**config.mk**
```make
export PLATFORM = sky130hd
export DESIGN_NAME = immGen
export DESIGN_NICKNAME = d
export VERILOG_FILES = /design/src/verilog/rvPkg.sv /design/src/verilog/immGen.sv
export SDC_FILE = /design/constraint.sdc
export NUM_CORES = 1
export LEC_CHECK = 0
export BUFFER_PORTS_ARGS = -buffer_cell sky130_fd_sc_hd__buf_2
export CAP_MARGIN = 15
export CORE_AREA = 2 2 39 41
export DETAILED_ROUTE_END_ITERATION = 6
export DIE_AREA = 0 0 41 43
export PLACE_DENSITY = 0.82
export SYNTH_ARGS = -nofsm -noshare
export SYNTH_HDL_FRONTEND = slang
export SYNTH_SLANG_ARGS = --single-unit
```
**constraint.sdc**
```tcl
create_clock -name vclk -period 0.8
set_input_delay 0.04 -clock vclk [all_inputs]
set_output_delay 0.04 -clock vclk [all_outputs]
set_load 0.01 [all_outputs]
```
**src/verilog/rvPkg.sv**
```systemverilog
`default_nettype none

package rvPkg;

    // Data word, address and instruction width
    typedef logic [31:0] word_t;

    // Register index
    typedef logic [4:0] regAddr_t;

    // Major opcodes of the supported subset
    typedef enum logic [6:0] {
        OP_REG    = 7'b0110011,
        OP_IMM    = 7'b0010011,
        OP_LOAD   = 7'b0000011,
        OP_STORE  = 7'b0100011,
        OP_BRANCH = 7'b1100011,
        OP_JAL    = 7'b1101111
    } opcode_e;

    // Encoded as {funct7[5], funct3} of the R-type form
    typedef enum logic [3:0] {
        ALU_ADD = 4'b0000,
        ALU_SUB = 4'b1000,
        ALU_SLL = 4'b0001,
        ALU_SLT = 4'b0010,
        ALU_XOR = 4'b0100,
        ALU_SRL = 4'b0101,
        ALU_OR  = 4'b0110,
        ALU_AND = 4'b0111
    } aluOp_e;

    // Immediate formats
    typedef enum logic [1:0] {
        IMM_I = 2'd0,
        IMM_S = 2'd1,
        IMM_B = 2'd2,
        IMM_J = 2'd3
    } immKind_e;

    typedef struct packed {
        logic     regWrite;
        logic     memWrite;
        logic     memToReg;  // Load data to rd
        logic     aluSrcImm; // ALU operand b from immediate
        logic     branch;
        logic     branchNe;  // Taken on not-zero
        logic     jump;
        aluOp_e   aluOp;
        immKind_e immKind;
    } ctrl_t;

    // Register write-back seen at the top level
    typedef struct packed {
        logic     valid;
        regAddr_t rd;
        word_t    data;
    } wbPort_t;

endpackage

`default_nettype wire

```
**src/verilog/immGen.sv**
```systemverilog
`timescale 1ns/100ps
`default_nettype none

module immGen (
    input  rvPkg::word_t    inst,
    input  rvPkg::immKind_e immKind,
    output rvPkg::word_t    imm
);

    rvPkg::word_t immI;
    rvPkg::word_t immS;
    rvPkg::word_t immB;
    rvPkg::word_t immJ;

    // Sign bit is always inst[31]
    assign immI = {{20{inst[31]}}, inst[31:20]};

    assign immS = {{20{inst[31]}}, inst[31:25], inst[11:7]};

    // Branch offset in halfwords
    assign immB = {{19{inst[31]}}, inst[31], inst[7], inst[30:25],
                   inst[11:8], 1'b0};

    assign immJ = {{11{inst[31]}}, inst[31], inst[19:12], inst[20],
                   inst[30:21], 1'b0};

    always_comb begin
        case (immKind)
            rvPkg::IMM_I: imm = immI;
            rvPkg::IMM_S: imm = immS;
            rvPkg::IMM_B: imm = immB;
            rvPkg::IMM_J: imm = immJ;
            default:      imm = immI;
        endcase
    end

endmodule

`default_nettype wire

```
Word-level counts from Yosys, hierarchy flattened:

Index checks and enable logic that the tools add are counted.
Widths: inputs -> output; s select.

* output and inout bits: 32
* bits in registers: 0
* bits of input ports: 34
* word-level logic and storage cells: 5

* multiplexer cells: 1
* equal/unequal tests: 3
* reduce and logical (&&, ||, !) cells: 1

Operator list (number)
* $pmux 32 s4: 1
* $eq 2x2->1 const B: 2
* $eq 2x1->1 const B: 1
* $logic_not 2->1: 1

Logic depth before layout (Yosys ltp):

* word-level depth: 2
* mapped depth: 3

Least setup slack after synthesis:

Ideal clock, no wire load.

* path kind: in2out
* from: input port immKind[0]
* to: output port imm[1]
* arrival: 0.633 ns
* slack: 0.127 ns
* stages: 2
* cell sequence: xor2_2 > mux2_2

* word-level cells in the longest chain between the ends: 2

RTL lines
* from (decl): line immGen.sv:6 `input rvPkg::immKind_e immKind,`
* $eq 2x2->1 (tied with other cells): line immGen.sv:28 `case (immKind)`
* $pmux 32 s4 (*): line immGen.sv:28
* to (decl): line immGen.sv:7 `output rvPkg::word_t imm`

Mark *: on every way between the ends. The rest lies on a longest branch, timed or not. The select of a mux whose other input is x is not followed.

Final worst setup path:

* from: input port immKind[1]
* to: output port imm[4]

Same word-level chain as after synthesis.

==> impl_summary.md <==
Status
The flow ran to the end, but the final reports show violations. The final reports fail on negative setup slack.

Timing
After layout, the worst path uses 110.2% of the clock period. Setup repair after global routing could not meet its margin everywhere. The worst setup slack after layout is -0.08194 ns. The final setup violation count is 13. The minimum clock period is 0.8819 ns. The worst relative slew slack is 84.63%. The measured slew at the worst slew-check pin is 0.2302 ns. The max-slew violation count came to 0. Final hold analysis gives a worst-case slack of 0.08000 ns. Summed over all failing endpoints, the final setup total negative slack is -0.7872 ns. The fmax is 1134 MHz. The number of endpoints with negative hold slack in the final report is 0.

Hold path
The worst hold path belongs to the class primary input to primary output. The startpoint identified for the worst hold timing path is inst[27]. The worst hold path terminates at imm[7]. The worst hold path cell count is 0.

Layout
The area taken by flip-flops and latches is 0 sq um. The design has 0 sequential cells. Measured on the finished design, the core utilization comes to 49.01%. The finished cells cover 678.2 sq um.

The share of layout cells above drive strength 1 is 93.24%. Fill cells in the final layout number 120. The clock tree buffer count of the final layout is 0. The number of antenna repair diodes is 0.

The layout net count is 110. Relative to the synthesized area, the layout overhead comes to 110.1%.

Logic synthesis
The cell count after synthesis is 39. By area the synthesized netlist is led by sky130_fd_sc_hd__buf_4 (44%), sky130_fd_sc_hd__a31o_2 (22%), sky130_fd_sc_hd__mux2_2 (14%). Counting distinct cell types in the post-synthesis netlist gives 9. In this run the biggest area consumer among cell types represents 44.19% of the synthesized area.

The net count of the mapped netlist is 73. Summing the areas of all xor and xnor instances in the mapped netlist gives 5.039% of the synthesized area. Summing the areas of all compound-gate instances in the mapped netlist gives 26.74% of the synthesized area.

A synthesized cell averages 8.277 sq um. The Yosys warning count is 0. The post-synthesis adder-cell area fraction is 0%.

The post-synthesis sequential area ratio is 0%. The simple-gate portion of the synthesized area is 2.326%. The area of the mapped netlist is 322.8 sq um. The portion of synthesized area spent on multiplexers is 20.16%. After synthesis, the largest family of logic cells by area is buffers and inverters. The cell type with the highest aggregate area in the netlist is sky130_fd_sc_hd__buf_4.

Worst setup path
In this design, the stage delay of the slowest critical-path cell is 0.33 ns. The kind of end point of the critical path is a primary output. STA classifies the critical path startpoint as a primary input. The data required time of the critical path is 0.76 ns.

Data arrives at the worst endpoint at 0.84 ns. Traced cell by cell, the critical path runs through buf_8 > xor2_4 > mux2_4 > buf_6. Among cell families on the critical path, the largest total delay comes from multiplexers. Of all nets on the critical path, the largest fanout is 4. On the critical path, the stage with the largest delay is an instance of sky130_fd_sc_hd__mux2_4. By startpoint and endpoint, the worst setup path is classified as primary input to primary output. The combined buffer and inverter count along the critical path is 2.

Global routing
The number of global-route vias before repair was 342. The first-pass GRT wire length is 1.538 mm. Entering global routing, the biggest net connects 12 pins. In the global route stage, met2 resource usage came out at 24.38%. The number of antenna violations at the first check in global routing was 0.

For this run, global-route usage on met3 was measured as 1.047%. For met1 alone, demand over resource in global routing was 12.97%. In this run the most used layer during global routing was met2. The total global routing track utilization is 12.19%. The overflow left after global routing is 0.

Place
The wire-length estimate of the detail-placed layout is 837.7 microns. The global placer's final weighted congestion is 0.6040. The count of input and output buffers is 47. The area of placed instances is 495.5 sq um. The worst setup timing slack at the placement stage is -0.1635 ns.

Flow run
The number of maximum-capacitance violations is 0.

Power
Power spread over the standard cell area amounts to 735.5 mW/mm^2. The static leakage power is 0.3671 nW. The maximum vdd ir drop is 0.2171 mV.

Detailed routing
After detailed routing, the total wire length is 1.202 mm. The average wire per cell in the routed design is 13.36 microns. The first TritonRoute pass finished after 3 iterations. The residual DRC count is 0. The detail route stage leaves a number of antenna-violating nets equal to 0. Dividing the detail-routed via count by the number of cells gives 4.444. The number of violations reported at the end of detailed-routing iteration 0 is 4. Detailed routing inserted a total of 400 vias.

Die
The initial utilization of the core area, before any placement, comes to 23.33%. From bottom edge to top edge, the die measures 43 microns. The floorplan has 14 rows.

The core region is 0.001384 sq mm. 66 I/O pins were placed. The overall die width is 41 microns.

The floorplan step defined a die boundary enclosing 0.001763 sq mm.

Clocking
Hold repair after CTS inserted 0 buffers.
[power by group]
part           switching (W)  internal [W]  total, W
clock                      0             0         0
sequential                 0             0         0
combinational       0.000197      0.000302  0.000499
total               0.000197      0.000302  0.000499
[cells by family after synthesis]
logic type | after synthesis
mux | 6
compound gates | 10
xor+xnor | 1
buf+inv | 20
simple gates | 2
[cell usage after synthesis]
master	count
sky130_fd_sc_hd__buf_4	19
sky130_fd_sc_hd__a31o_2	8
sky130_fd_sc_hd__mux2_2	4
sky130_fd_sc_hd__mux2i_1	2
sky130_fd_sc_hd__nor2_1	2
sky130_fd_sc_hd__a21boi_2	1
sky130_fd_sc_hd__a21oi_1	1
sky130_fd_sc_hd__buf_2	1
sky130_fd_sc_hd__xor2_2	1
[cell usage in the layout, fill, tap and decap left out]
master	Yosys	routed
sky130_fd_sc_hd__nor2_1	2	2
sky130_fd_sc_hd__buf_12	0	1
sky130_fd_sc_hd__buf_4	19	2
sky130_fd_sc_hd__buf_6	0	17
sky130_fd_sc_hd__a21oi_1	1	1
sky130_fd_sc_hd__buf_2	1	32
sky130_fd_sc_hd__a31o_4	0	2
sky130_fd_sc_hd__a21boi_4	0	1
sky130_fd_sc_hd__mux2_4	0	4
sky130_fd_sc_hd__xor2_4	0	1
sky130_fd_sc_hd__mux2i_1	2	2
sky130_fd_sc_hd__a31o_2	8	6
sky130_fd_sc_hd__buf_8	0	3
[how the worst max path moves through the flow]
stage               start     end  slack, ns  cells past startpoint
3_3_place_gp   immKind[0]  imm[1]      -0.15                      4
3_5_place_dp   immKind[1]  imm[3]      -0.16                      4
5_1_grt        immKind[1]  imm[3]      -0.11                      4
4_1_cts        immKind[1]  imm[3]      -0.08                      4
6_report       immKind[1]  imm[4]      -0.08                      4
2_1_floorplan  immKind[0]  imm[1]       0.13                      2
[what timing repair did]
item | 4_1_cts | 5_1_grt
buffers inserted | 1 | 0
endpoints found under the setup margin | 14 | 14
endpoints found under the hold margin | 0 | 0
gates resized for setup | 30 | 4
pin swaps | 2 | 1
[per-stage QoR]
step	total power, W	cells
after floorplan	0.0002330	39
after global routing	0.0005303	90
final	0.0004988	90
after global placement	0.0003411	89
after detailed placement	0.0003488	89
after CTS	0.0004814	90
[area by class of cell]
cell class                      instances  area, sq um  area share [%]
Multi-Input combinational cell         19        226.5           33.39
Tap cell                               16        20.02           2.952
Timing Repair Buffer                   55        431.7           63.65
[routing by layer]
layer	vias to the layer above	share of wire, %
met5	-	0
met3	2	12
met4	0	0.67
met1	178	31
met2	29	56
li1	191	-
No activity file was read; power rests on OpenSTA's default activity.
