**src/verilog/rvPkg.sv**
```systemverilog
`default_nettype none

package rvPkg;

    // Data word, address and instruction width
    typedef logic [31:0] word_t;

    // Register index
    typedef logic [4:0] regAddr_t;

    // Major opcodes of the supported subset
    typedef enum logic [6:0] {
        OP_REG    = 7'b0110011,
        OP_IMM    = 7'b0010011,
        OP_LOAD   = 7'b0000011,
        OP_STORE  = 7'b0100011,
        OP_BRANCH = 7'b1100011,
        OP_JAL    = 7'b1101111
    } opcode_e;

    // Encoded as {funct7[5], funct3} of the R-type form
    typedef enum logic [3:0] {
        ALU_ADD = 4'b0000,
        ALU_SUB = 4'b1000,
        ALU_SLL = 4'b0001,
        ALU_SLT = 4'b0010,
        ALU_XOR = 4'b0100,
        ALU_SRL = 4'b0101,
        ALU_OR  = 4'b0110,
        ALU_AND = 4'b0111
    } aluOp_e;

    // Immediate formats
    typedef enum logic [1:0] {
        IMM_I = 2'd0,
        IMM_S = 2'd1,
        IMM_B = 2'd2,
        IMM_J = 2'd3
    } immKind_e;

    typedef struct packed {
        logic     regWrite;
        logic     memWrite;
        logic     memToReg;  // Load data to rd
        logic     aluSrcImm; // ALU operand b from immediate
        logic     branch;
        logic     branchNe;  // Taken on not-zero
        logic     jump;
        aluOp_e   aluOp;
        immKind_e immKind;
    } ctrl_t;

    // Register write-back seen at the top level
    typedef struct packed {
        logic     valid;
        regAddr_t rd;
        word_t    data;
    } wbPort_t;

endpackage

`default_nettype wire

```
**src/verilog/pcUnit.sv**
```systemverilog
`timescale 1ns/100ps
`default_nettype none

module pcUnit (
    input  wire          CLK,
    input  wire          arstN,
    input  rvPkg::ctrl_t ctrl,
    input  wire          zero,
    input  rvPkg::word_t imm,
    output rvPkg::word_t pc,
    output rvPkg::word_t pcPlus4
);

    rvPkg::word_t target;
    rvPkg::word_t pcNext;
    logic         takeTarget;

    assign pcPlus4 = pc + 32'd4;
    assign target  = pc + imm; // Shared by branches and jal

    // Branch condition from the subtract result
    assign takeTarget = ctrl.jump | (ctrl.branch & (zero != ctrl.branchNe));

    assign pcNext = takeTarget ? target : pcPlus4;

    always_ff @(posedge CLK or negedge arstN) begin
        if (!arstN) begin
            pc <= '0;
        end else begin
            pc <= pcNext;
        end
    end

    // Immediates of B and J have bit 0 clear, bit 1 could still break alignment
    pcAligned: assert property (
        @(posedge CLK) disable iff (!arstN) pc[1:0] == 2'b00
    ) else $error("pcUnit: misaligned pc %h", pc);

endmodule

`default_nettype wire

```
**config.mk**
```make
export PLATFORM = sky130hd
export DESIGN_NAME = pcUnit
export DESIGN_NICKNAME = d
export VERILOG_FILES = /design/src/verilog/rvPkg.sv /design/src/verilog/pcUnit.sv
export SDC_FILE = /design/constraint.sdc
export NUM_CORES = 1
export LEC_CHECK = 0
export ABC_AREA = 1
export BUFFER_PORTS_ARGS = -buffer_cell sky130_fd_sc_hd__buf_2
export CAP_MARGIN = 25
export CORE_ASPECT_RATIO = 1.75
export CORE_MARGIN = 10
export CORE_UTILIZATION = 55
export DETAILED_ROUTE_END_ITERATION = 8
export PLACE_DENSITY = 0.87
export SYNTH_ARGS = -nofsm -noshare
export SYNTH_HDL_FRONTEND = slang
export SYNTH_SLANG_ARGS = --single-unit
```
**constraint.sdc**
```tcl
create_clock -name CLK -period 2.35 [get_ports CLK]
set_input_delay 0.1175 -clock CLK [delete_from_list [all_inputs] [get_ports CLK]]
set_output_delay 0.1175 -clock CLK [all_outputs]
set_load 0.05 [all_outputs]
```
Word-level counts from Yosys, hierarchy flattened --
Index checks and enable logic that the tools add are counted.
Storage, ports and cells: register bits after elaboration 32, bits in latches 0, memory bits (writable) 0, bits in read-only memories 0, memories 0
Operators by class: add/sub/neg operators 2, multipliers 0, divide/modulo/power cells 0, magnitude comparators 0, equal/unequal tests 1, shift operators 0, mux-type cells 1, bitwise logic cells 2, reduce and logical (&&, ||, !) cells 0
Operator list (count):
- $add A32 B3 Y32 const B | 1
- $add A32 B32 Y32 | 1
- $mux W32 | 1
- $and A1 B1 Y1 | 1
- $ne A1 B1 Y1 | 1
- $or A1 B1 Y1 | 1

Logic depth before layout (Yosys ltp) --
depth after elaboration 4, mapped depth 13

Worst setup path before layout --
Ideal clock, no wire load.
path kind flip-flop to flip-flop, from register pc[2], to register pc[30], library setup time 0.069 ns, arrival time 2.466 ns, data required time 2.281 ns, setup slack -0.185 ns, cell stages (with the launch flop) 8, buffers on the path 0, clock period less this slack 2.535 ns, path through dfrtp_1 ha_1 nand3_1 nor2_1 nand3b_1 xor2_1 nand2_1 nand2_1
Between the ends: longest elaborated chain between the ends 2, elaborated cells between the ends (all ways) 3, classes of those cells add/sub (2); mux (1)
Ends and longest elaborated chain:
- start, declared | RTL line pcUnit.sv:10 | output rvPkg::word_t pc,
- start signal, assigned | RTL line pcUnit.sv:30 | pc <= pcNext;
- $add A32 B3 Y32 | RTL line pcUnit.sv:18 | assign pcPlus4 = pc + 32'd4;
- named net pcPlus4[30] | RTL line pcUnit.sv:11 | output rvPkg::word_t pcPlus4
- $mux W32 | RTL line pcUnit.sv:24 | assign pcNext = takeTarget ? target : pcPlus4;
- named net pcNext[30] | RTL line pcUnit.sv:15 | rvPkg::word_t pcNext;
The timed path passes the listed nets, and every way through them passes these cells.

Final worst setup path --
from register pc[11], to output pcPlus4[20]
Between the ends: longest elaborated chain between the ends 1
Ends and longest elaborated chain (RTL line):
- $add A32 B3 Y32 | pcUnit.sv:18
- end, declared | pcUnit.sv:11
No other way between the ends.

==> run_results.csv <==
group,metric,value,unit
outcome,status,"complete, no violations",
critical_path,critPathCaptureType,"primary output",
timing,report.final.slew_viol_count,0,
timing,period_needed,2260,ps
timing,setup_viol,0,
yosys,syn-num-nets,856,
place,place.gp.congestion,0.991,
floorplanning,design.die.area,12200,sq um
detailed_routing,finalWirelength,15.7,mm
yosys,yosysMostFrequentCell,"nand2_1",
place,dp_cells,969,
yosys,ys_ff_latch,32,
yosys,yosys.area_share.simple,48.9,%
yosys,synth_area,4450,sq um
clocking,cts_buffer_depth,2,
yosys,synth-seq-area-share,18.0,%
yosys,synth-compound-area-share,4.61,%
yosys,synth.area.mux_share,0,%
timing,hold_ws,159,ps
critical_path,cp_max_fo,5,
yosys,synth_commonest_cells,"326 x nand2_1, 135 x inv_1, 60 x nor2_1",
yosys,synth-xor-area-share,6.61,%
timing,period_share,96.2,%
critical_path,worstSetupStartpointType,"flop",
global_route,grt_first_pass_wirelength,24.6,mm
detailed_routing,vias_per_cell,5.33,
layout,final_area,5390,sq um
layout,drive_gt1_share,19.0,%
layout,largest_reg_flops,32,
yosys,netlist.area_leader.share,27.5,%
floorplanning,row_count,43,
yosys,ys_types,38,
timing,fmax,0.442,GHz
critical_path,crit_type,"flop to primary output",
global_route,track_usage,25.5,%
critical_path,crit_required,2230,ps
global_route,antenna_found_initial,0,
detailed_routing,wl_per_cell,16.0,microns
detailed_routing,firstDrtPassIters,5,
critical_path,cpPeakStageDelay,440,ps
critical_path,arrival,2140,ps
layout,diodes,0,
clocking,cts_max_level,2,
clocking,cts_buffers,5,
min_path,hold_path.class,"input port to flop",
detailed_routing,drc,0,
clocking,clkSlewWorstSetupHoldPaths,50,ps
global_route,grt_pass1_vias,5114,
yosys,ys_warn_count,0,
yosys,synth_edf_count,0,
timing,slew_headroom,34.4,%
yosys,synth_top_cell_by_area,"nand2_1",
clocking,cts.sinks,32,
timing,worstMarginPinSlew,982,ps
layout,nets,968,
floorplanning,core_area,7910,sq um
critical_path,cpLargestDelayFamily,"simple AND/OR/NAND/NOR gates",
floorplanning,fp.dieW,88.0,microns
layout,reg_top3,"pc (32)",
place,portBuffers,101,
yosys,synth_ff_type,"dfrtp_1",
critical_path,critPathSlowestCell,"dfrtp_1",
floorplanning,floorplan.initialDensity,56.2,%
layout,top_register,"pc",
yosys,synth_top_cells_by_area,"nand2_1 28%, dfrtp_1 18%, inv_1 11%",
critical_path,path_buf_inv,3,
global_route,grt-ovfl-total,0,
floorplanning,ios,112,
yosys,syn-mean-instance-area,5.74,sq um
layout,final_cells,978,
clocking,cts_tree,"done",
yosys,yosys.area_share.adder,9.45,%
layout,syn_to_final_growth,21.2,%
clocking,clock_tree.root_cell,"clkbuf_16",
critical_path,worstPathCellList,"buf_4 -> inv_1 -> nor3_2 -> nor2b_4 -> nand2_2 -> nor2_4 -> xor2_2 -> buf_2",
detailed_routing,postRouteAntennaNets,0,
timing,finalHoldViolCount,0,
global_route,grt_max_degree,40,
flow_run,maxCapViolCount,0,
place,placed_cell_area,5200,sq um
yosys,synthArstFlopShare,100,%
detailed_routing,drt_iter0_drc,356,
clocking,worstSkewPairLatency,280,ps
yosys,synthCells,775,
place,pre_cts_ws,181,ps
yosys,synth_top_family_by_area,"simple AND/OR/NAND/NOR gates",
floorplanning,die_h,139,microns
detailed_routing,via_count,5212,
place,dp_hpwl,13.2,mm
timing,worst_slack,89.8,ps
layout,fillers,735,
timing,fin_skew,3.91,ps
==> worst paths after layout <==
kind | start | end | slack (ps) | cells past startpoint
setup / recovery | pc[11] | pcPlus4[20] | 90 | 8
hold / removal | imm[0] | pc[0] | 160 | 4
setup reg to reg | pc[0] | pc[30] | 200 | 13
hold reg to reg | pc[0] | pc[0] | 540 | 2
max in group asynchronous | arstN | pc[2] | 1380 | 2
min in group asynchronous | arstN | pc[31] | 440 | 2
==> layer usage <==
metal  GRT usage (%)  part of all wire, %  routed length [microns]  vias up
met5               0                    0                        0        -
met4            22.6                   10                     1610        0
met3            4.35                  5.7                      899       86
met2            43.6                   49                     7630      225
met1            24.7                   35                     5510     2296
li1                -                    -                        -     2605
==> cell families after synthesis <==
family	count (synthesis)
adders and majority gates	33
and+or+nand+nor	498
AOI/OAI and AO/OA	37
buffers and inverters	144
xor gates and xnor gates	31
DFF	32
==> metrics by stage <==
step	utilization [%]	setup TNS (ps)
CTS	67.9	0
detailed placement	65.7	0
global placement	65.7	0
finish	68.2	0
floorplan	-	-28.6
global route	68.2	-26.1
==> tightest hold or removal path, cell delays in order <==
cell	delay (ps)
buf_2	80
ha_1	120
nand2_1	40
nand2_1	50
==> what timing repair did <==
action                     CTS  global route
gates resized for setup      0             8
hold buffers                 1             0
setup buffers                0             0
setup endpoints to repair    0             7
hold endpoints to repair    32             0
==> cell type report <==
cell class / instances / area, sq um / share of cell area [%]
Multi-Input combinational cell: 599 / 3200 / 59.4
Sequential cell: 32 / 803 / 14.9
Timing Repair Buffer: 113 / 601 / 11.1
Inverter: 136 / 510 / 9.47
Clock buffer: 6 / 129 / 2.39
Tap cell: 90 / 113 / 2.09
Clock inverter: 2 / 35.0 / 0.650
==> placed cells by master (no fill, tap or decap), types with 2 or more instances in the layout <==
cell type	n
nor3_1	7
nor3_2	4
clkbuf_16	5
xor2_2	8
xor2_1	10
buf_4	11
nand4_1	6
xnor2_1	7
inv_2	2
ha_1	32
and2_1	2
nor2_2	2
nor2_4	4
nand2_1	326
a21oi_1	22
nand2_4	2
xnor2_2	6
nor2_1	58
nand2_2	3
dfrtp_1	30
o21bai_1	3
o21ai_0	9
nor3b_1	3
inv_1	134
nand3_2	3
dfrtp_2	2
buf_2	100
nand3b_1	8
or2_2	8
nand3_1	56
Power is left out: the tool's default activity adds up to more than one toggle a clock period on the data nets, which glitch-free logic cannot reach.
