--- src/verilog/rvPkg.sv ---
`default_nettype none

package rvPkg;

    // Data word, address and instruction width
    typedef logic [31:0] word_t;

    // Register index
    typedef logic [4:0] regAddr_t;

    // Major opcodes of the supported subset
    typedef enum logic [6:0] {
        OP_REG    = 7'b0110011,
        OP_IMM    = 7'b0010011,
        OP_LOAD   = 7'b0000011,
        OP_STORE  = 7'b0100011,
        OP_BRANCH = 7'b1100011,
        OP_JAL    = 7'b1101111
    } opcode_e;

    // Encoded as {funct7[5], funct3} of the R-type form
    typedef enum logic [3:0] {
        ALU_ADD = 4'b0000,
        ALU_SUB = 4'b1000,
        ALU_SLL = 4'b0001,
        ALU_SLT = 4'b0010,
        ALU_XOR = 4'b0100,
        ALU_SRL = 4'b0101,
        ALU_OR  = 4'b0110,
        ALU_AND = 4'b0111
    } aluOp_e;

    // Immediate formats
    typedef enum logic [1:0] {
        IMM_I = 2'd0,
        IMM_S = 2'd1,
        IMM_B = 2'd2,
        IMM_J = 2'd3
    } immKind_e;

    typedef struct packed {
        logic     regWrite;
        logic     memWrite;
        logic     memToReg;  // Load data to rd
        logic     aluSrcImm; // ALU operand b from immediate
        logic     branch;
        logic     branchNe;  // Taken on not-zero
        logic     jump;
        aluOp_e   aluOp;
        immKind_e immKind;
    } ctrl_t;

    // Register write-back seen at the top level
    typedef struct packed {
        logic     valid;
        regAddr_t rd;
        word_t    data;
    } wbPort_t;

endpackage

`default_nettype wire

--- src/verilog/regFile.sv ---
`timescale 1ns/100ps
`default_nettype none

module regFile (
    input  wire             CLK,
    input  wire             arstN,
    input  rvPkg::regAddr_t rs1,
    input  rvPkg::regAddr_t rs2,
    input  rvPkg::regAddr_t rd,
    input  wire             we,
    input  rvPkg::word_t    wd,
    output rvPkg::word_t    rd1,
    output rvPkg::word_t    rd2
);

    rvPkg::word_t regs [32];

    // Asynchronous read ports
    assign rd1 = regs[rs1];
    assign rd2 = regs[rs2];

    always_ff @(posedge CLK or negedge arstN) begin
        if (!arstN) begin
            for (int i = 0; i < 32; i++) begin
                regs[i] <= '0;
            end
        end else if (we && (rd != '0)) begin // x0 is hardwired
            regs[rd] <= wd;
        end
    end

    // Reads of x0 depend on this entry never changing
    x0Zero: assert property (
        @(posedge CLK) disable iff (!arstN) regs[0] == '0
    ) else $error("regFile: x0 holds %h", regs[0]);

endmodule

`default_nettype wire

--- config.mk ---
export PLATFORM = sky130hd
export DESIGN_NAME = regFile
export DESIGN_NICKNAME = d
export VERILOG_FILES = /design/src/verilog/rvPkg.sv /design/src/verilog/regFile.sv
export SDC_FILE = /design/constraint.sdc
export NUM_CORES = 2
export LEC_CHECK = 0
export ABC_CLOCK_PERIOD_IN_PS = 2900
export BUFFER_PORTS_ARGS = -buffer_cell sky130_fd_sc_hd__buf_2
export CAP_MARGIN = 0
export CORE_MARGIN = 2
export CORE_UTILIZATION = 45
export CTS_CLUSTER_SIZE = 28
export DETAILED_ROUTE_END_ITERATION = 10
export PLACE_DENSITY = 0.6
export SYNTH_ARGS = -nofsm -noshare
export SYNTH_HDL_FRONTEND = slang
export SYNTH_SLANG_ARGS = --single-unit
--- constraint.sdc ---
create_clock -name CLK -period 2.9 [get_ports CLK]
set_clock_uncertainty 0.1 [all_clocks]
set_input_delay 0.29 -clock CLK [delete_from_list [all_inputs] [get_ports CLK]]
set_output_delay 0.29 -clock CLK [all_outputs]
set_load 0.01 [all_outputs]
# After elaboration in Yosys (flattened, before gate mapping)
# Cells that the tools add are included.
totals:
  n_memories: 0
  elab_cells: 51
  latchBits: 0
  output_inout_bits: 64
  mem_bits_rw: 0
  rom_bits: 0
  register_bits: 1024
  in_bits: 50
op_classes:
  eq_ne: 0
  div: 0
  mul: 0
  add_sub_neg: 0
  n_bitwise: 3
  muxes: 9
  shift: 0
  magnitude_cmp: 4
  reduce_logical: 3
op_table:
  columns: ["op", "n"]
  rows:
  - ["$bwmux 1024", 1]
  - ["$bmux 32 s5", 2]
  - ["$demux 32 s5", 1]
  - ["$mux 32", 5]
  - ["$ge 6x6->1 const B", 3]
  - ["$not 5->6", 3]
  - ["$lt 6x1->1 const B", 1]
  - ["$reduce_bool 5->1", 1]
  - ["$logic_and 1x1->1", 2]

# Depth between registers and ports, before layout
logic_depth:
  word_depth: 6
  mapped_depth: 8
  mapped_depth_nobuf: 5

# Least setup slack after synthesis
# No wires, ideal clock.
synth_path:
  path_kind: "input -> output"
  startpoint: "in rs1[1]"
  endpoint: "out rd1[23]"
  arrival_time_ns: 1.531
  n_path_buf: 3
  path_slack_ns: 0.979
  cell_stages: 7
  required_time_ns: 2.510
  cell_sequence: "buf_2 buf_2 buf_2 mux2i_1 a22oi_1 a31oi_1 nand3_1"
synth_via:
  elab_chain_len: 4
synth_lines:
  columns: ["element", "line_no", "rtl"]
  rows:
  - ["start, declared", "regFile.sv:7", "input rvPkg::regAddr_t rs1,"]
  - ["$not 5->6 (implied by the code)", "regFile.sv:19", "assign rd1 = regs[rs1];"]
  - ["$bmux 32 s5", "regFile.sv:19", null]
  - ["$mux 32 (implied by the code) (2 in series)", "regFile.sv:19", null]
  - ["end, declared", "regFile.sv:12", "output rvPkg::word_t rd1,"]
# Every way passes these cells. The select of a mux whose other input is x is not followed.

# Worst setup path in the final report
layout_path:
  startpoint: "reg regs[909] (netlist bit)"
  endpoint: "out rd2[13]"
layout_via:
  elab_chain_len: 3
layout_lines:
  columns: ["element", "line_no", "rtl"]
  rows:
  - ["start, declared", "regFile.sv:16", "rvPkg::word_t regs [32];"]
  - ["start signal, assigned by index", "regFile.sv:28", "regs[rd] <= wd;"]
  - ["$bmux 32 s5", "regFile.sv:20", "assign rd2 = regs[rs2];"]
  - ["$mux 32 (implied by the code) (2 in series)", "regFile.sv:20", null]
  - ["end, declared", "regFile.sv:13", "output rvPkg::word_t rd2"]
# Every way passes these cells. The select of a mux whose other input is x is not followed.

==> summary.md <==
| Metric | Value |
|---|---|
| Mapped Avg Cell Area | ~12 µm² |
| Die Span Y | about 360 µm |
| Reg-to-Reg End | regs[404]$_DFFE_PN0P_ |
| WP data required | around 2.5 ns |
| Fin. max-slew vios | 0 |
| Worst min path class | in -> async |
| Hold_ws | ~0.03 ns |
| Worst path arrival time | 2.34 ns |
| Pwr/cell area | between 600 and 700 mW/mm² |
| Dpl hpwl | roughly 110,000 µm |
| Max FFs per register | between 1,000 and 1,500 |
| Final setup fails | 0 |
| Final instance area | between 0.06 and 0.07 mm² |
| TritonRoute pass-1 iters | 6 |
| Worst slew pin tran | approximately 0.94 ns |
| Initial DRC Count | 3,191 |
| Top Registers | regs: 1024 flops |
| Post-CTS Hold Buffers | 1 |
| Initial antenna violation count | 5 |
| CTS tree | done |
| Ys Warns | 0 |
| CP Launch Type | register |
| Worst ir drop on vdd | between 0.6 and 0.7 mV |
| Unrepaired setup endpoints after global routing | no |
| Most flop-heavy register | regs |
| Finished Core Util | about half |
| Status | finished clean |
| Synth cell types | 27 |
| Ports | between 100 and 150 |
| CTS root buffer | clkbuf_16 |
| Avg WL per Cell | between 20 and 30 µm |
| MaxCap Viol Count | 0 |
| Clk buf depth | 3 |
| WS Path Type | reg -> out |
| Antenna cells | 0 |
| Die Width | approximately 360 µm |
| Tcrit/Tclk final | 94.3% |
| R2R Path Start | regs[404]$_DFFE_PN0P_ |
| Clock slew at reported path FFs | 0.06 ns |
| Port bufs | approximately 110 |
| Die area | between 0.1 and 0.15 mm² |
| Critical path fanouts, max | 3 |
| Slew headroom | a little under two fifths |
| Core ar. | approximately 0.12 mm² |
| Final Power | about 43 mW |
| Layout cells sized above 1 | 34.0% |
| Commonest non-fill, non-tap cells in the layout | 1,024 x mux2i_1, 1,024 x dfrtp_1, 991 x mux2_2, 194 x nand2_1, 193 x nand3_1 |
| Grt ovf | 0 |
| Area grow syn2layout | 14.3% |
| Rows | ~130 |
| Syn Inst Count | 4,606 |
| Remaining antenna violation count | 0 |
| Initial Utilization | roughly 45% |
| Post-Route WL | approximately 180,000 µm |
| Pleak | around 30 nW |
| Setup TNS | 0 ns |
| H-tree depth | 3 |
| Fmax | 366 MHz |
| Sequential cell area fraction in the yosys report | between 40% and 50% |
| Post-CTS Resized | 0 |
| Final RePlAce weighted congestion | 0.813 |
| Clock Sinks | around 1,000 |
| Postcts setup bufs | 0 |
| Shortest period the worst path allows | about 2.7 ns |
| Syn Nets | approximately 4,700 |
| DP Area | just under 0.06 mm² |
| Critical Path End Type | primary output |
| Mapped Area | about 0.056 mm² |
| Final nets | between 4,000 and 5,000 |
| Global-route wire length before repair | approximately 270,000 µm |
| CTS Buf Count | ~110 |
| R2r setup slk | approximately 2.0 ns |
| Final Hold Fails | 0 |
| Number of global-route vias before repair | between 30,000 and 40,000 |
| Clock latency on the worst-skew pair | roughly 0.74 ns |
| Via Count | ~39,000 |
| Cells on worst reg2reg path | 1 |
| GR Util All Layers | around 28% |
| Vias/cell | 6.15 |
| Largest net degree at the start of global routing | 95 |
| DRC Markers | 0 |
| FF+latch count, synth | approximately 1,000 |
-- cell families after synthesis --
group | synth area share, %
AOI/OAI and AO/OA | 7.07
buffers and inverters | 3.95
DFF | 46.2
muxes | 38.6
and+or+nand+nor | 4.23
-- metal layers --
metal / wire length (µm) / part of all wire (%) / GRT usage, % / up-vias
met3: 8880 / 5.0 / 4.24 / 285
li1: - / - / - / 17100
met2: 84600 / 48 / 45.6 / 1090
met4: 4840 / 2.7 / 7.79 / 6
met1: 79500 / 45 / 38.8 / 20500
met5: 34 / 0.019 / 0 / -
-- cell type report --
cell class	instances	area (µm²)
fillers	10700	58600
multi-input cells	3105	27900
flip-flops and latches	1024	25600
repair buffers	369	3770
clock buffers	160	3330
well taps	1625	2030
clock inverters	55	761
-- worst max path at each step --
| stage | startpoint | to | slack [ns] | depth (start not counted) |
|---|---|---|---|---|
| after floorplan | rs1[1] | rd1[23] | 0.98 | 7 |
| after global placement | rs2[2] | rd2[22] | 0.35 | 9 |
| after detailed placement | rs2[2] | rd2[22] | 0.34 | 9 |
| after CTS | regs[909]$_DFFE_PN0P_ | rd2[13] | 0.18 | 6 |
| after global routing | regs[909]$_DFFE_PN0P_ | rd2[13] | 0.11 | 6 |
| final | regs[909]$_DFFE_PN0P_ | rd2[13] | 0.17 | 6 |
-- per-stage QoR --
step | std cells | worst slack [ns]
2_1_floorplan | 4606 | 0.979
6_report | 6338 | 0.165
3_3_place_gp | 6122 | 0.349
4_1_cts | 6338 | 0.177
3_5_place_dp | 6122 | 0.340
5_1_grt | 6338 | 0.114
-- critical path: stages (launching register included) --
cell and delay, ns:
dfrtp_1 0.39, mux2i_1 0.19, a22o_1 0.16, nor3_1 0.05, a31oi_1 0.44, nand3_1 0.19, buf_2 0.19
-- cells in the mapped netlist --
master / number / area [µm²]
dfrtp_1: 1024 / 25600
mux2i_1: 1024 / 10200
mux2_2: 991 / 11200
clkbuf_1: 225 / 845
nand2_1: 211 / 792
nand3_1: 193 / 966
a21oi_1: 192 / 961
a22oi_1: 192 / 1440
buf_2: 181 / 906
a22o_1: 128 / 1120
nor3_1: 65 / 325
a31oi_1: 64 / 400
buf_4: 46 / 345
buf_1: 24 / 90.1
nor2_1: 16 / 60.1
nand2b_1: 5 / 31.3
nand3b_1: 5 / 37.5
nor2b_1: 4 / 25.0
and2_1: 3 / 18.8
nor3b_1: 3 / 22.5
and3b_1: 2 / 17.5
nor3b_2: 2 / 25.0
or2_2: 2 / 12.5
and3_1: 1 / 6.26
clkbuf_2: 1 / 5.00
mux2_1: 1 / 11.3
nand4_1: 1 / 6.26
-- where the power goes --
| part | switching (mW) | total (mW) | internal [mW] |
|---|---|---|---|
| combinational | 3.81 | 8.15 | 4.34 |
| sequential | 2.06 | 19.1 | 17.0 |
| clock | 6.32 | 15.7 | 9.43 |
| total | 12.2 | 43.0 | 30.8 |
(Power assumes the default switching activity.)
