[config.mk]
export PLATFORM = sky130hd
export DESIGN_NAME = mainControl
export DESIGN_NICKNAME = d
export VERILOG_FILES = /design/src/verilog/rvPkg.sv /design/src/verilog/mainControl.sv
export SDC_FILE = /design/constraint.sdc
export NUM_CORES = 1
export LEC_CHECK = 0
export BUFFER_PORTS_ARGS = -buffer_cell sky130_fd_sc_hd__buf_2
export CAP_MARGIN = 10
export CORE_AREA = 2 2 39 41
export DETAILED_ROUTE_END_ITERATION = 8
export DIE_AREA = 0 0 41 43
export PLACE_DENSITY = 0.6
export SKIP_LAST_GASP = 1
export SLEW_MARGIN = 20
export SYNTH_ARGS = -nofsm -noshare
export SYNTH_HDL_FRONTEND = slang
export SYNTH_SLANG_ARGS = --single-unit
[constraint.sdc]
create_clock -name vclk -period 1.3
set_clock_uncertainty 0.1 [all_clocks]
set_input_delay 0.065 -clock vclk [all_inputs]
set_output_delay 0.065 -clock vclk [all_outputs]
set_load 0.02 [all_outputs]
[src/verilog/rvPkg.sv]
`default_nettype none

package rvPkg;

    // Data word, address and instruction width
    typedef logic [31:0] word_t;

    // Register index
    typedef logic [4:0] regAddr_t;

    // Major opcodes of the supported subset
    typedef enum logic [6:0] {
        OP_REG    = 7'b0110011,
        OP_IMM    = 7'b0010011,
        OP_LOAD   = 7'b0000011,
        OP_STORE  = 7'b0100011,
        OP_BRANCH = 7'b1100011,
        OP_JAL    = 7'b1101111
    } opcode_e;

    // Encoded as {funct7[5], funct3} of the R-type form
    typedef enum logic [3:0] {
        ALU_ADD = 4'b0000,
        ALU_SUB = 4'b1000,
        ALU_SLL = 4'b0001,
        ALU_SLT = 4'b0010,
        ALU_XOR = 4'b0100,
        ALU_SRL = 4'b0101,
        ALU_OR  = 4'b0110,
        ALU_AND = 4'b0111
    } aluOp_e;

    // Immediate formats
    typedef enum logic [1:0] {
        IMM_I = 2'd0,
        IMM_S = 2'd1,
        IMM_B = 2'd2,
        IMM_J = 2'd3
    } immKind_e;

    typedef struct packed {
        logic     regWrite;
        logic     memWrite;
        logic     memToReg;  // Load data to rd
        logic     aluSrcImm; // ALU operand b from immediate
        logic     branch;
        logic     branchNe;  // Taken on not-zero
        logic     jump;
        aluOp_e   aluOp;
        immKind_e immKind;
    } ctrl_t;

    // Register write-back seen at the top level
    typedef struct packed {
        logic     valid;
        regAddr_t rd;
        word_t    data;
    } wbPort_t;

endpackage

`default_nettype wire

[src/verilog/mainControl.sv]
`timescale 1ns/100ps
`default_nettype none

module mainControl (
    input  wire          arstN,
    input  rvPkg::word_t inst,
    output rvPkg::ctrl_t ctrl
);

    rvPkg::opcode_e opcode;
    logic [2:0]     funct3;
    logic           funct7b5;
    rvPkg::ctrl_t   dec;

    assign opcode   = rvPkg::opcode_e'(inst[6:0]);
    assign funct3   = inst[14:12];
    assign funct7b5 = inst[30];

    always_comb begin
        dec           = '0;
        dec.aluOp     = rvPkg::ALU_ADD;
        dec.immKind   = rvPkg::IMM_I;
        case (opcode)
            rvPkg::OP_REG: begin
                dec.regWrite = 1'b1;
                case ({funct7b5, funct3})
                    4'b0000: dec.aluOp = rvPkg::ALU_ADD;
                    4'b1000: dec.aluOp = rvPkg::ALU_SUB;
                    4'b0001: dec.aluOp = rvPkg::ALU_SLL;
                    4'b0010: dec.aluOp = rvPkg::ALU_SLT;
                    4'b0100: dec.aluOp = rvPkg::ALU_XOR;
                    4'b0101: dec.aluOp = rvPkg::ALU_SRL;
                    4'b0110: dec.aluOp = rvPkg::ALU_OR;
                    4'b0111: dec.aluOp = rvPkg::ALU_AND;
                    default: dec.regWrite = 1'b0; // sra, sltu etc. become no-ops
                endcase
            end
            rvPkg::OP_IMM: begin
                dec.regWrite  = 1'b1;
                dec.aluSrcImm = 1'b1;
                // funct7 is part of the immediate here
                case (funct3)
                    3'b000:  dec.aluOp = rvPkg::ALU_ADD;
                    3'b010:  dec.aluOp = rvPkg::ALU_SLT;
                    3'b100:  dec.aluOp = rvPkg::ALU_XOR;
                    3'b110:  dec.aluOp = rvPkg::ALU_OR;
                    3'b111:  dec.aluOp = rvPkg::ALU_AND;
                    default: dec.regWrite = 1'b0;
                endcase
            end
            rvPkg::OP_LOAD: begin
                dec.regWrite  = 1'b1;
                dec.memToReg  = 1'b1;
                dec.aluSrcImm = 1'b1;
            end
            rvPkg::OP_STORE: begin
                dec.memWrite  = 1'b1;
                dec.aluSrcImm = 1'b1;
                dec.immKind   = rvPkg::IMM_S;
            end
            rvPkg::OP_BRANCH: begin
                dec.branch   = (funct3[2:1] == 2'b00); // beq and bne only
                dec.branchNe = funct3[0];
                dec.aluOp    = rvPkg::ALU_SUB;
                dec.immKind  = rvPkg::IMM_B;
            end
            rvPkg::OP_JAL: begin
                dec.regWrite = 1'b1;
                dec.jump     = 1'b1;
                dec.immKind  = rvPkg::IMM_J;
            end
            default: ; // Unknown opcode falls through as a no-op
        endcase
    end

    // No architectural writes while in reset
    always_comb begin
        ctrl          = dec;
        ctrl.regWrite = dec.regWrite & arstN;
        ctrl.memWrite = dec.memWrite & arstN;
    end

    always_comb begin
        assert (!(ctrl.memWrite && ctrl.regWrite))
            else $error("mainControl: memWrite and regWrite both high");
    end

endmodule

`default_nettype wire

# [Word level (Yosys, flattened, before mapping)]
# Cells that the tools add are included.
[classes] n_addsub=0 n_mul=0 n_div=0 order_cmp=0 eq_ne=17 shifts=0 muxes=12 bitwise_logic=2 n_reduce_logical=7
[op_table] cell="4-bit case mux with 7 select lines" n=1
[op_table] cell="4-bit by 3-bit equality test with 1-bit output (second input constant)" n=4
[op_table] cell="7-bit by 6-bit equality test with 1-bit output (second input constant)" n=2
[op_table] cell="7-bit equality test (second input constant)" n=2
[op_table] cell="3-bit case mux with 4 select lines" n=1
[op_table] cell="4-bit case mux with 3 select lines" n=1
[op_table] cell="3-bit equality test (second input constant)" n=3
[op_table] cell="8-bit OR reduction" n=1
[op_table] cell="7-bit by 2-bit equality test with 1-bit output (second input constant)" n=1
[op_table] cell="7-bit by 5-bit equality test with 1-bit output (second input constant)" n=1
[op_table] cell="1-bit 2-to-1 mux" n=6
[op_table] cell="2-bit case mux with 3 select lines" n=1
[op_table] cell="5-bit OR reduction" n=1
[op_table] cell="4-bit by 1-bit equality test with 1-bit output (second input constant)" n=1
[op_table] cell="4-bit by 2-bit equality test with 1-bit output (second input constant)" n=1
[op_table] cell="4-bit equality test (second input constant)" n=1
[op_table] cell="4-bit zero test" n=1
[op_table] cell="3-bit by 2-bit equality test with 1-bit output (second input constant)" n=1
[op_table] cell="3-bit zero test" n=1
[op_table] cell="1-bit case mux with 3 select lines" n=1
[op_table] cell="3-bit OR reduction" n=1
[op_table] cell="1-bit bitwise AND" n=2
[op_table] cell="2-bit zero test" n=1
[op_table] cell="2-bit 2-to-1 mux" n=1
[op_table] cell="2-bit OR reduction" n=1
[word_totals] register_bits=0 latch_bits=0 ram_bits=0 romBits=0 input_bits=33 output_inout_bits=13 word_cells=38 mem_count=0

# [Depth between registers and ports, before layout]
[depth] ltp_word=5 mapped_depth=4 depth_no_buf=3

# [Worst setup path before layout]
# OpenSTA, ideal clock, no wires.
[synth_timing] kind="input port to output port" startpoint="input inst[3]" endpoint="output ctrl[2] in the netlist's numbering" t_arrival_ns=1.193 path_slack_ns=-0.058 cell_stages=4 path_cell_list="and4bb_1 buf_4 nand4_1 a2111oi_2"
[synth_rtl] element="start, declared" line="mainControl.sv:6" source="input rvPkg::word_t inst,"
[synth_rtl] element="end, declared" line="mainControl.sv:7" source="output rvPkg::ctrl_t ctrl"

==> reports/qor.txt <==
vias per inst: 4.750
# rows: 14
Initial Utilization: 0.1971
ranking of synthesized cells by area: a2111oi_2 (11%), nand2_1 (8.3%), inv_1 (6.9%)
failing checks: setup timing
critical-path cell list: buf_6 > and4bb_2 > nand4_1 > a2111oi_4 > buf_4
Post-Synth Adder-Cell Area: 0
number of I/O port buffers: 25
# Max-Cap Violations: 0
post-synth net total: 76
sequential share of the synthesized area: 0
synthesized instance count: 43
Initial DRT Pass Iterations: 2
layout cells sized above 1: 0.6184
per-cell routed wire length: 11.62 µm
Crit. Startpoint: inst[3]
Yosys top cell area share: 0.1101
Worst Tran Pin Value: 0.3949 ns
fin worst setup slack: -0.05856 ns
Worst Path Required: 1.13 ns
Netlist Area Pre-Place: 272.8 µm²
hold crit path type: input port to output port
final hold vios: 0
Synth warnings: 0
pin count of the biggest net entering global routing: 9
antenna diode count: 0
Avg Inst Size Synth: 6.343 µm²
ANT nets after route: 0
Max Freq: 736.1 MHz
Nets: 111
total track usage: 0.1209
leakage dissipation: 0.0002859 µW
Layout area overhead: 114.2%
crit-path leading delay family: simple AND/OR/NAND/NOR gates
FFs & Latches: 0
fin util: 0.4222
area leader, netlist: a2111oi_2
WL final: 1.069 mm
CP max stage delay: 0.37 ns
Clock Buffer Count: 0
xor and xnor fraction of the mapped netlist area: 0
crit path launch type: input port
cell area after layout: 584.3 µm²
Storage cell area: 0 µm²
unrepaired setup endpoints after global routing: yes
maximum VDD drop: 0.0001138 V
Overflow after GRT: 0
core area: 0.001384 mm²
Final HPWL DP: 845.4 µm
DR iter-0 viols: 1
initial antenna violation count: 0
status: finished, violations left
Worst EP arrival: 1.19 ns
Levels on crit path: 5
slowest CP cell: a2111oi_4
die width: 41 µm
Synth Area in Simple Gates: 0.5275
Post-DP Area: 503.0 µm²
vias in the first global route: 374
Compound-Gate Fraction of Synth Area: 0.3578
full die area: 0.001763 mm²
main combinational cell family by area after synthesis: simple AND/OR/NAND/NOR gates
worst path buffer plus inverter count: 2
first-pass GRT wire length: 1.642 mm
DR vias: 437
Crit. End Element: output port
Setup CP Type: input port to output port
Ports: 46
gpl congestion: 0.8386
die height: 43 µm
Yosys cell types: 24
multiplexer share of the synthesized area: 0
PD cells: 178.8 mW/mm²
fin. max-slew vios: 0
Worst setup endpoint: ctrl[2]
Setup-failing EPs final: 4
worst-path fanout max: 4
final period utilization: 1.045
DRC viols: 0
slew margin rel.: 0.7339
fin crit period: 1.359 ns
[tightest hold or removal path, cell delays in order]
cell    delay [ns]
buf_2         0.14
nor3_1        0.07
buf_2         0.15
[power by group]
group / switching [µW] / internal (µW)
Clock: 0 / 0
Sequential: 0 / 0
Combinational: 56.1 / 48.4
[how the worst min path moves through the flow]
stage | start | end | depth (start not counted)
after floorplan | inst[5] | ctrl[3] | 1
after global placement | inst[14] | ctrl[8] | 3
after detailed placement | inst[13] | ctrl[8] | 3
after CTS | inst[14] | ctrl[8] | 3
after global routing | inst[13] | ctrl[8] | 3
final | inst[14] | ctrl[8] | 3
[layer usage]
metal,wire [µm],GRT usage,vias to the layer above
li1,-,-,230
met1,466,0.1899,190
met2,524,0.1906,17
met3,78,0,0
met4,0,0,0
met5,0,0,-
[per-stage QoR]
stage	hold slack (ns)	total power [µW]	std cells	setup TNS, ns	setup slack [ns]
finish	0.3883	104.5	92	-0.1129	-0.05856
global route	0.4092	114.2	92	-0.4035	-0.1233
CTS	0.3860	96.23	92	-0.2291	-0.08704
detailed placement	0.3832	91.25	91	-0.3930	-0.1246
global placement	0.3859	90.04	91	-0.2844	-0.1026
floorplan	0.1010	40.04	43	0	0.04276
[timing repair]
action,in CTS,in global routing
hold buffers,0,0
setup endpoints to repair,6,8
buffers inserted,1,0
gates resized for setup,11,9
pin swaps,4,4
[placed cells by master, fill, tap and decap left out]
cell type	synthesis	final
and3b_1	2	2
nor2_1	2	2
a2111oi_4	0	2
nand3_1	2	2
o21ai_0	2	2
nand2_2	0	1
nand4_1	1	1
nor3_4	0	1
a211oi_2	0	1
inv_1	5	5
nor4b_1	1	1
and2_1	1	1
o221ai_2	0	1
buf_6	0	4
nand2b_2	1	1
o2111ai_1	2	2
o21ai_2	0	2
nand2_1	6	5
nor2b_1	2	2
buf_2	1	16
a2bb2oi_1	1	1
a21oi_2	0	1
nand3b_1	1	1
nor3_1	3	1
and4_1	1	1
and4bb_2	0	1
buf_4	1	15
nor3_2	0	1
[final cells by class]
cell class	count	area, µm²
fillers	153	799.5
inverters	5	18.77
multi-input cells	36	307.8
well taps	16	20.02
repair buffers	35	237.7
[cell families (layout without fill, tap and decap cells)]
group,after synthesis,count (layout)
compound gates,12,12
buf+inv,7,40
simple gates,24,24
[synthesized netlist by cell type, drive strengths merged]
master and instances:
o21ai 4, nor4b 1, a2bb2oi 1, o2111ai 2, nand3 2, buf 2
nor3 3, nor2 2, nor2b 2, nand2b 1, nand4 1, a2111oi 2
nand2 6, inv 5, a21oi 1, a211oi 1, and2 1, nand3b 1
o221ai 1, and4 1, and3b 2, and4bb 1
Power figures use the tool's default switching activity.
